--- src/hdl/rv32i_lsu_pkg.sv ---
package rv32i_lsu_pkg;

        // reorder buffer tag and queue sizing
        localparam int ROB_IDX_W   = 4;
        localparam int QUEUE_DEPTH = 4;
        localparam int QPTR_W      = $clog2(QUEUE_DEPTH);
        localparam int QCNT_W      = $clog2(QUEUE_DEPTH + 1);
        localparam int WB_DEPTH    = 2;

        // rv32i major opcodes for memory ops
        localparam logic [6:0] op_b_load  = 7'b0000011;
        localparam logic [6:0] op_b_store = 7'b0100011;

        // funct3 of loads and stores
        typedef enum logic [2:0] {
                mem_op_b  = 3'b000,
                mem_op_h  = 3'b001,
                mem_op_w  = 3'b010,
                mem_op_bu = 3'b100,
                mem_op_hu = 3'b101
        } mem_op_t;

        // one instruction word, read as I-type for loads or S-type for stores
        typedef union packed {
                struct packed {
                        logic [11:0] imm;
                        logic [4:0]  rs1;
                        mem_op_t     funct3;
                        logic [4:0]  rd;
                        logic [6:0]  opcode;
                } i_load;
                struct packed {
                        logic [6:0]  imm_hi;
                        logic [4:0]  rs2;
                        logic [4:0]  rs1;
                        mem_op_t     funct3;
                        logic [4:0]  imm_lo;
                        logic [6:0]  opcode;
                } s_store;
        } rv32i_inst_t;

        typedef struct packed {
                logic [31:0]          pc;
                logic                 is_load;
                logic                 is_store;
                mem_op_t              memop;
                logic [31:0]          rs1_data;
                logic [31:0]          imm_sext;
                logic [31:0]          rs2_data;
                logic [4:0]           rd_addr;
                logic [ROB_IDX_W-1:0] rob_idx;
        } mem_entry_t;

        typedef struct packed {
                logic [ROB_IDX_W-1:0] rob_idx;
                logic [4:0]           rd_addr;
                logic                 regf_we;
                logic [31:0]          rd_data;
                logic [31:0]          mem_addr;
                logic                 is_store;
        } lsu_result_t;

endpackage

--- src/hdl/lsu_ifs.sv ---
`timescale 1ns/1ps

// issue queue head toward the memory unit
interface mem_issue_if
        import rv32i_lsu_pkg::*;
        ();

        logic       valid;
        logic       ready;
        mem_entry_t entry;

        modport src (
                output valid,
                output entry,
                input  ready
        );

        modport dst (
                input  valid,
                input  entry,
                output ready
        );

endinterface

// finished ops toward the writeback buffer
interface lsu_result_if
        import rv32i_lsu_pkg::*;
        ();

        logic        valid;
        logic        ready;
        lsu_result_t result;

        modport src (output valid, output result, input ready);
        modport dst (input valid, input result, output ready);

endinterface

--- src/hdl/mem_issue_queue.sv ---
`timescale 1ns/1ps

module mem_issue_queue
        import rv32i_lsu_pkg::*;
        (
        input  logic                 clk,
        input  logic                 rst,
        input  logic                 in_valid,
        output logic                 in_ready,
        input  logic [31:0]          in_pc,
        input  logic [31:0]          in_inst,
        input  logic [31:0]          in_rs1_data,
        input  logic [31:0]          in_rs2_data,
        input  logic [4:0]           in_rd_addr,
        input  logic [ROB_IDX_W-1:0] in_rob_idx,
        mem_issue_if.src             issue
);

        rv32i_inst_t inst;
        mem_entry_t  dec;
        mem_entry_t  slots [QUEUE_DEPTH];
        logic [QPTR_W-1:0] wr_ptr;
        logic [QPTR_W-1:0] rd_ptr;
        logic [QCNT_W-1:0] count;
        logic push;
        logic pop;

        assign inst = in_inst;

        // decode, view picked by opcode
        always_comb begin
                dec          = '0;
                dec.pc       = in_pc;
                dec.rs1_data = in_rs1_data;
                dec.rs2_data = in_rs2_data;
                dec.rob_idx  = in_rob_idx;
                dec.is_load  = (inst.i_load.opcode == op_b_load);
                dec.is_store = (inst.s_store.opcode == op_b_store);
                if (dec.is_store) begin
                        dec.imm_sext = {{20{inst.s_store.imm_hi[6]}},
                                        inst.s_store.imm_hi, inst.s_store.imm_lo};
                        dec.memop    = inst.s_store.funct3;
                        // stores never write the register file
                        dec.rd_addr  = '0;
                end else begin
                        dec.imm_sext = {{20{inst.i_load.imm[11]}}, inst.i_load.imm};
                        dec.memop    = inst.i_load.funct3;
                        dec.rd_addr  = in_rd_addr;
                end
        end

        assign in_ready    = (count != QCNT_W'(QUEUE_DEPTH));
        assign push        = in_valid && in_ready;
        assign pop         = issue.valid && issue.ready;
        assign issue.valid = (count != '0);
        assign issue.entry = slots[rd_ptr];

        always_ff @(posedge clk) begin
                if (rst) begin
                        wr_ptr <= '0;
                        rd_ptr <= '0;
                        count  <= '0;
                end else begin
                        if (push)
                                wr_ptr <= wr_ptr + 1'b1;
                        if (pop)
                                rd_ptr <= rd_ptr + 1'b1;
                        if (push && !pop)
                                count <= count + 1'b1;
                        else if (pop && !push)
                                count <= count - 1'b1;
                end
        end

        always_ff @(posedge clk) begin
                if (push)
                        slots[wr_ptr] <= dec;
        end

endmodule

--- src/hdl/mem_unit.sv ---
`timescale 1ns/1ps

module mem_unit
        import rv32i_lsu_pkg::*;
        (
        input  logic        clk,
        input  logic        rst,
        mem_issue_if.dst    issue,

        output logic [31:0] dmem_addr,
        output logic [3:0]  dmem_rmask,
        output logic [3:0]  dmem_wmask,
        output logic [31:0] dmem_wdata,
        input  logic [31:0] dmem_rdata,
        input  logic        dmem_resp,

        lsu_result_if.src   result
);

        logic        req_pending;
        logic        res_valid;
        logic        take;
        logic        resp_hit;
        logic [31:0] eff_addr;
        logic [3:0]  width_mask;
        mem_entry_t  cur_entry;
        // effective address of the op in flight, low bits are the byte offset
        logic [31:0] cur_addr;
        logic [31:0] rdata_shifted;
        logic [31:0] load_data;
        lsu_result_t next_res;
        lsu_result_t res;

        // one op at a time, nothing new while a result waits
        assign issue.ready = !req_pending && !res_valid;
        assign take        = issue.valid && issue.ready;
        assign resp_hit    = req_pending && dmem_resp;
        assign eff_addr    = issue.entry.rs1_data + issue.entry.imm_sext;

        always_comb begin
                case (issue.entry.memop)
                        mem_op_b, mem_op_bu: width_mask = 4'b0001;
                        mem_op_h, mem_op_hu: width_mask = 4'b0011;
                        default:             width_mask = 4'b1111;
                endcase
        end

        // bring the accessed bytes down to bit 0, then extend
        assign rdata_shifted = dmem_rdata >> {cur_addr[1:0], 3'b000};

        always_comb begin
                case (cur_entry.memop)
                        mem_op_b:  load_data = {{24{rdata_shifted[7]}}, rdata_shifted[7:0]};
                        mem_op_h:  load_data = {{16{rdata_shifted[15]}}, rdata_shifted[15:0]};
                        mem_op_bu: load_data = {24'b0, rdata_shifted[7:0]};
                        mem_op_hu: load_data = {16'b0, rdata_shifted[15:0]};
                        default:   load_data = rdata_shifted;
                endcase
        end

        always_comb begin
                next_res          = '0;
                next_res.rob_idx  = cur_entry.rob_idx;
                next_res.rd_addr  = cur_entry.rd_addr;
                next_res.regf_we  = cur_entry.is_load && (cur_entry.rd_addr != '0);
                next_res.rd_data  = cur_entry.is_load ? load_data : '0;
                next_res.mem_addr = cur_addr;
                next_res.is_store = cur_entry.is_store;
        end

        always_ff @(posedge clk) begin
                if (rst) begin
                        req_pending <= 1'b0;
                        res_valid   <= 1'b0;
                        dmem_addr   <= '0;
                        dmem_rmask  <= '0;
                        dmem_wmask  <= '0;
                end else if (take) begin
                        req_pending <= 1'b1;
                        dmem_addr   <= {eff_addr[31:2], 2'b00};
                        if (issue.entry.is_load)
                                dmem_rmask <= width_mask << eff_addr[1:0];
                        else
                                dmem_wmask <= width_mask << eff_addr[1:0];
                end else if (resp_hit) begin
                        // request ends, result waits for the buffer
                        req_pending <= 1'b0;
                        res_valid   <= 1'b1;
                        dmem_rmask  <= '0;
                        dmem_wmask  <= '0;
                end else if (res_valid && result.ready) begin
                        res_valid <= 1'b0;
                end
        end

        always_ff @(posedge clk) begin
                if (take) begin
                        cur_entry  <= issue.entry;
                        cur_addr   <= eff_addr;
                        dmem_wdata <= issue.entry.rs2_data << {eff_addr[1:0], 3'b000};
                end
                if (resp_hit)
                        res <= next_res;
        end

        assign result.valid  = res_valid;
        assign result.result = res;

endmodule

--- src/hdl/wb_buffer.sv ---
`timescale 1ns/1ps

module wb_buffer
        import rv32i_lsu_pkg::*;
        (
        input  logic                 clk,
        input  logic                 rst,
        lsu_result_if.dst            result,
        output logic                 wb_valid,
        input  logic                 wb_ready,
        output logic [ROB_IDX_W-1:0] wb_rob_idx,
        output logic [4:0]           wb_rd_addr,
        output logic                 wb_regf_we,
        output logic [31:0]          wb_rd_data,
        output logic [31:0]          wb_mem_addr,
        output logic                 wb_is_store
);

        lsu_result_t slots [WB_DEPTH];
        logic        wr_ptr;
        logic        rd_ptr;
        logic [1:0]  count;
        logic        push;
        logic        pop;
        lsu_result_t head;

        // ready only from the registered count, no path from wb_ready
        assign result.ready = (count != 2'(WB_DEPTH));
        assign push         = result.valid && result.ready;
        assign pop          = wb_valid && wb_ready;
        assign wb_valid     = (count != '0);
        assign head         = slots[rd_ptr];

        always_ff @(posedge clk) begin
                if (rst) begin
                        wr_ptr <= 1'b0;
                        rd_ptr <= 1'b0;
                        count  <= '0;
                end else begin
                        wr_ptr <= wr_ptr ^ push;
                        rd_ptr <= rd_ptr ^ pop;
                        count  <= count + {1'b0, push} - {1'b0, pop};
                end
        end

        always_ff @(posedge clk) begin
                if (push)
                        slots[wr_ptr] <= result.result;
        end

        assign wb_rob_idx  = head.rob_idx;
        assign wb_rd_addr  = head.rd_addr;
        assign wb_regf_we  = head.regf_we;
        assign wb_rd_data  = head.rd_data;
        assign wb_mem_addr = head.mem_addr;
        assign wb_is_store = head.is_store;

endmodule

--- src/hdl/lsu_top.sv ---
`timescale 1ns/1ps

module lsu_top
        import rv32i_lsu_pkg::*;
        (
        input  logic                 clk,
        input  logic                 rst,

        // from the reservation stations
        input  logic                 iss_valid,
        output logic                 iss_ready,
        input  logic [31:0]          iss_pc,
        input  logic [31:0]          iss_inst,
        input  logic [31:0]          iss_rs1_data,
        input  logic [31:0]          iss_rs2_data,
        input  logic [4:0]           iss_rd_addr,
        input  logic [ROB_IDX_W-1:0] iss_rob_idx,

        // data memory
        output logic [31:0]          dmem_addr,
        output logic [3:0]           dmem_rmask,
        output logic [3:0]           dmem_wmask,
        output logic [31:0]          dmem_wdata,
        input  logic [31:0]          dmem_rdata,
        input  logic                 dmem_resp,

        // toward commit and writeback
        output logic                 wb_valid,
        input  logic                 wb_ready,
        output logic [ROB_IDX_W-1:0] wb_rob_idx,
        output logic [4:0]           wb_rd_addr,
        output logic                 wb_regf_we,
        output logic [31:0]          wb_rd_data,
        output logic [31:0]          wb_mem_addr,
        output logic                 wb_is_store
);

        mem_issue_if  issue_bus ();
        lsu_result_if result_bus ();

        mem_issue_queue u_queue (
                .clk         (clk),
                .rst         (rst),
                .in_valid    (iss_valid),
                .in_ready    (iss_ready),
                .in_pc       (iss_pc),
                .in_inst     (iss_inst),
                .in_rs1_data (iss_rs1_data),
                .in_rs2_data (iss_rs2_data),
                .in_rd_addr  (iss_rd_addr),
                .in_rob_idx  (iss_rob_idx),
                .issue       (issue_bus.src)
        );

        mem_unit u_mem (
                .clk        (clk),
                .rst        (rst),
                .issue      (issue_bus.dst),
                .dmem_addr  (dmem_addr),
                .dmem_rmask (dmem_rmask),
                .dmem_wmask (dmem_wmask),
                .dmem_wdata (dmem_wdata),
                .dmem_rdata (dmem_rdata),
                .dmem_resp  (dmem_resp),
                .result     (result_bus.src)
        );

        wb_buffer u_wb (
                .clk         (clk),
                .rst         (rst),
                .result      (result_bus.dst),
                .wb_valid    (wb_valid),
                .wb_ready    (wb_ready),
                .wb_rob_idx  (wb_rob_idx),
                .wb_rd_addr  (wb_rd_addr),
                .wb_regf_we  (wb_regf_we),
                .wb_rd_data  (wb_rd_data),
                .wb_mem_addr (wb_mem_addr),
                .wb_is_store (wb_is_store)
        );

endmodule

--- config.mk ---
export PLATFORM = sky130hd
export DESIGN_NAME = lsu_top
export DESIGN_NICKNAME = d
export VERILOG_FILES = /design/src/hdl/rv32i_lsu_pkg.sv /design/src/hdl/lsu_ifs.sv /design/src/hdl/mem_issue_queue.sv /design/src/hdl/mem_unit.sv /design/src/hdl/wb_buffer.sv /design/src/hdl/lsu_top.sv
export SDC_FILE = /design/constraint.sdc
export NUM_CORES = 1
export LEC_CHECK = 0
export BUFFER_PORTS_ARGS = -buffer_cell sky130_fd_sc_hd__buf_4
export CAP_MARGIN = 30
export CORE_UTILIZATION = 40
export CTS_BUF_LIST = sky130_fd_sc_hd__clkbuf_4 sky130_fd_sc_hd__clkbuf_8
export CTS_CLUSTER_SIZE = 8
export DETAILED_ROUTE_END_ITERATION = 7
export GPL_ROUTABILITY_DRIVEN = 0
export PLACE_DENSITY = 0.66
export SKIP_CTS_REPAIR_TIMING = 1
export SLEW_MARGIN = 20
export SYNTH_ARGS = -nofsm -noshare
export SYNTH_HDL_FRONTEND = slang
export SYNTH_HIERARCHICAL = 1
export SYNTH_SLANG_ARGS = --single-unit
--- constraint.sdc ---
create_clock -name clk -period 6.9 [get_ports clk]
set_clock_uncertainty 0.15 [all_clocks]
set_input_delay 1.035 -clock clk [delete_from_list [all_inputs] [get_ports clk]]
set_output_delay 1.035 -clock clk [all_outputs]
set_load 0.01 [all_outputs]
After elaboration in Yosys (flattened, before gate mapping) --
Memories as Yosys holds them, arrays and structs flattened. A register that Yosys moved wholly into a read port is not among the register bits. Index checks and enable logic that the tools add are counted.
Storage, ports and cells: flip-flop bits (word level) 204, latch bits 0, memory bits (writable) 718, bits in read-only memories 0, input port bits 174, output and inout port bits 149, word-level logic and storage cells 99, memories kept 2
Memory list:
- u_queue.slots | words 4, bits a word 142, rd ports 1, clocked after Yosys merged registers in 1, wr ports 1, line mem_issue_queue.sv:21 | mem_entry_t slots [QUEUE_DEPTH];
- u_wb.slots | words 2, bits a word 75, rd ports 1, clocked after Yosys merged registers in 1, wr ports 1, line wb_buffer.sv:19 | lsu_result_t slots [WB_DEPTH];
Operators by class: add/subtract/negate cells 7, multiply operators 0, div/mod/pow operators 0, magnitude comparators 0, eq/ne operators 12, shift operators 3, multiplexer cells 22, bitwise operators 3, reductions and logical operators 26
Operator list (number):
- case mux 32 bit (4 select lines) | 1
- adder 32 bit | 1
- left shift 32 x 5 -> 32 bit | 1
- right shift 32 x 5 -> 32 bit | 1
- two-way mux 4 bit | 5
- equality test 3 bit (second input constant) | 4
- two-way mux 5 bit | 2
- logical AND 1 bit | 9
- two-way mux 1 bit | 9
- case mux 4 bit (2 select lines) | 1
- nonzero test 2 bit | 4
- equality test 7 x 2 -> 1 bit (second input constant) | 1
- equality test 7 x 6 -> 1 bit (second input constant) | 1
- equality test 3 x 1 -> 1 bit (second input constant) | 2
- logical NOT 3 bit | 2
- two-way mux 3 bit | 2
- AND reduction 2 bit | 3
- nonzero test 5 bit | 1
- adder 2 x 1 -> 2 bit (second input constant) | 2
- logical NOT 1 bit | 4
- two-way mux 2 bit | 2
- != test 2 bit (second input constant) | 2
- OR reduction 2 bit | 2
- left shift 4 x 2 -> 4 bit | 1
- 9 further kinds | 10

Longest topological paths before layout --
depth after elaboration 6, gate-level depth with buffers 14, depth with buffers taken out 11

By module --
Netlist, hierarchy kept.
By module, submodules not included:
- mem_issue_queue | times used 1, cells each 723, area each 18342.6 sq um, seq. area each 14834.2 sq um
- mem_unit | times used 1, cells each 835, area each 9426.5 sq um, seq. area each 5395.2 sq um
- wb_buffer | times used 1, cells each 260, area each 5651.7 sq um, seq. area each 4584.4 sq um

Worst setup path before layout --
Ideal clock, no wire load.
path kind input to register, start point in iss_valid, end point mem u_queue/slots[0][0] in the netlist's numbering, enable pin, setup time 0.495 ns, arrival 4.149 ns, required time 6.255 ns, path slack 2.106 ns, cell stages on the path 2, path buffers 0, cells stage by stage a21boi_2 and2_1
On the way: cells in the longest elaborated chain, start to end 3
RTL lines:
- start: declaration | line lsu_top.sv:10 | input logic iss_valid,
- logical AND 1 bit | line mem_issue_queue.sv:53 | assign push = in_valid && in_ready;
- two-way mux 1 bit | line mem_issue_queue.sv:76 | if (push)
- two-way mux 1 bit (not written as such) | line mem_issue_queue.sv:77 | slots[wr_ptr] <= dec;
- end: declaration | line mem_issue_queue.sv:21
Every way passes these cells.

==> run summary <==
Final hold vios: 0
Hold Startpoint: u_mem/cur_addr[5]$_DFFE_PP_
Final Hold Slack: 263 ps
Die footprint: 0.0731 sq mm
# H-tree levels: 3
Drt first pass iters: 5
Skew-Pair Late Insertion Delay: 700 ps
Clock Sinks: 716
Syn-to-layout area delta: 17.8%
Critical path type: reg2reg
Slew @ Worst Pin: 934 ps
Die H: 270 um
Total of max-cap violations: 0
Fillcell total: 6136
CP max FO: 41
Clock-pin slew on the worst setup and hold paths: 60 ps
DRC Markers: 0
DR vias: 15.4k
Worst Hold Class: reg2reg
WHS Path Cells: 0
Final setup violation count: 0
Layout cells sized above 1: 0.337
CP max stage cell: dfxtp_4
Max Transition Viols Final: 0
GRT Util Overall: 0.170
Hold EP: u_mem/result.result[6]$_DFFE_PP_
Row cnt: 98
Mean Syn Cell Area: 17.4 sq um
Die W: 270 um
Register Area: 0.0210 sq mm
Crit path cell chain: mux4_2 -> ha_1 -> a21oi_1 -> o21ai_0 -> a21oi_1 -> o21ai_0 -> a21oi_1 -> xnor2_1 -> a22o_1
Vias in the first global route: 15.9k
Required @ worst endpoint: 7320 ps
Post-layout min period: 4260 ps
Core Footprint: 0.0714 sq mm
Drt via density: 5.10
Arrival time worst endpoint: 4680 ps
Tot Pwr: 14.4 mW
Max clock buf depth: 3
Initial antenna violation count: 9
Critical path's top delay family: compound AO/OA/AOI/OAI gates
Crit. End Element: flop
Ports: 323
CTS tree: yes
Synth warn: 6
First-pass GRT wire length: 94.2 mm
Unrepaired setup endpoints after global routing: no
Mapped Cells: 1654
Crit path largest cell delay: 900 ps
WL final: 62.2 mm
Multi-input gate area: 0.00724 sq mm
CTS root buf: clkbuf_8
Pin count of the biggest net entering global routing: 65
Fin nets: 2190
Outcome: finished, final reports clean
Post-route antenna net violation count: 0
Worst vdd ir: 307 uV
Tcrit/Tclk final: 0.617
Reg2Reg Capture Point: u_mem/dmem_addr[28]$_SDFFE_PP0P_
Slew HR: 0.377
Mapped Area: 0.0288 sq mm
WL per Instance: 20.7 um
Fmax: 0.235 GHz
P per Cell Area: 425 mW/mm^2
FF-to-FF path depth: 9
TNS Setup: 0 ps
Critical path buffers and inverters: 0
Global route total overflow: 0
HPWL Detailed: 40.8 mm
Starting Density: 0.404
Leakage dissipation: 11.8 nW
Inserted Clock Buffers: 113
Initial drt markers: 1196
Flop2flop setup slack: 2640 ps
IO Port Bufs: 283
Startpoint types: flop
Most used cell, CP: a21oi_1
## placed cells by master (no fill, tap or decap), drive strengths merged, types with 3 or more instances in the layout
| cell | instances |
|---|---|
| and2 | 27 |
| inv | 19 |
| nor2b | 25 |
| nand3 | 21 |
| a21o | 10 |
| or3 | 9 |
| xnor2 | 17 |
| a31oi | 6 |
| buf | 305 |
| a211o | 6 |
| o211a | 10 |
| nand2b | 8 |
| o21a | 19 |
| nor3 | 16 |
| and3 | 6 |
| mux2 | 89 |
| clkbuf | 161 |
| a21boi | 11 |
| a21oi | 72 |
| ha | 38 |
| o211ai | 6 |
| o21ai | 47 |
| dfxtp | 53 |
| edfxtp | 663 |
| nor2 | 78 |
| a22o | 3 |
| mux2i | 41 |
| clkinvlp | 5 |
| a211oi | 18 |
| nand2 | 88 |
| xor2 | 11 |
| or2 | 6 |
| a2111oi | 4 |
| mux4 | 90 |
| clkinv | 26 |
| nand4 | 10 |
## power breakdown
part	internal, mW	switching (mW)	total (mW)
Sequential	5.80	0.362	6.16
Clock	1.84	1.56	3.40
Combinational	1.93	2.95	4.88
## registers in the layout, indices dropped and copies added (netlist names), 2 cells and up, named ones only
signal / flops
u_wb/slots: 150
u_mem/dmem_rmask: 4
u_queue/count: 3
u_wb/count: 2
u_mem/cur_addr: 32
u_mem/cur_entry: 14
u_mem/dmem_addr: 30
u_queue/wr_ptr: 2
u_queue/rd_ptr: 2
u_mem/dmem_wdata: 32
u_mem/result.result: 75
u_queue/slots: 360
u_mem/dmem_wmask: 4
## worst max path at each step
stage                                             to  cells past startpoint
floorplan              u_queue/slots[0][0]$_DFFE_PP_                      2
global placement        u_mem/cur_addr[25]$_DFFE_PP_                     10
detailed placement      u_mem/cur_addr[25]$_DFFE_PP_                     10
CTS                     u_mem/cur_addr[25]$_DFFE_PP_                     10
global route        u_mem/dmem_addr[28]$_SDFFE_PP0P_                      9
finish              u_mem/dmem_addr[28]$_SDFFE_PP0P_                      9
## stage by stage
step	util	area, sq um	setup WS [ps]	std cells
CTS	0.476	33900	2590	3006
global placement	0.445	31700	2640	2808
finish	0.476	33900	2640	3008
global route	0.476	33900	2300	3008
detailed placement	0.446	31800	2620	2811
floorplan	-	28800	2860	1655
## layer usage
layer | share of wire | global-route usage | up-vias
met2 | 0.49 | 0.277 | 456
met4 | 0.025 | 0.0620 | 12
met3 | 0.068 | 0.0466 | 115
li1 | - | - | 7106
met5 | 0.0013 | 0 | -
met1 | 0.42 | 0.216 | 7663
## final cells by class
type                            instances  share of cell area
Inverter                               17             0.00199
Timing Repair Buffer                  305              0.0683
Multi-Input combinational cell        823               0.213
Sequential cell                       716               0.618
Tap cell                              950              0.0350
Antenna cell                            2            0.000147
Clock buffer                          161              0.0573
Clock inverter                         34             0.00586
Power figures use the tool's default switching activity.
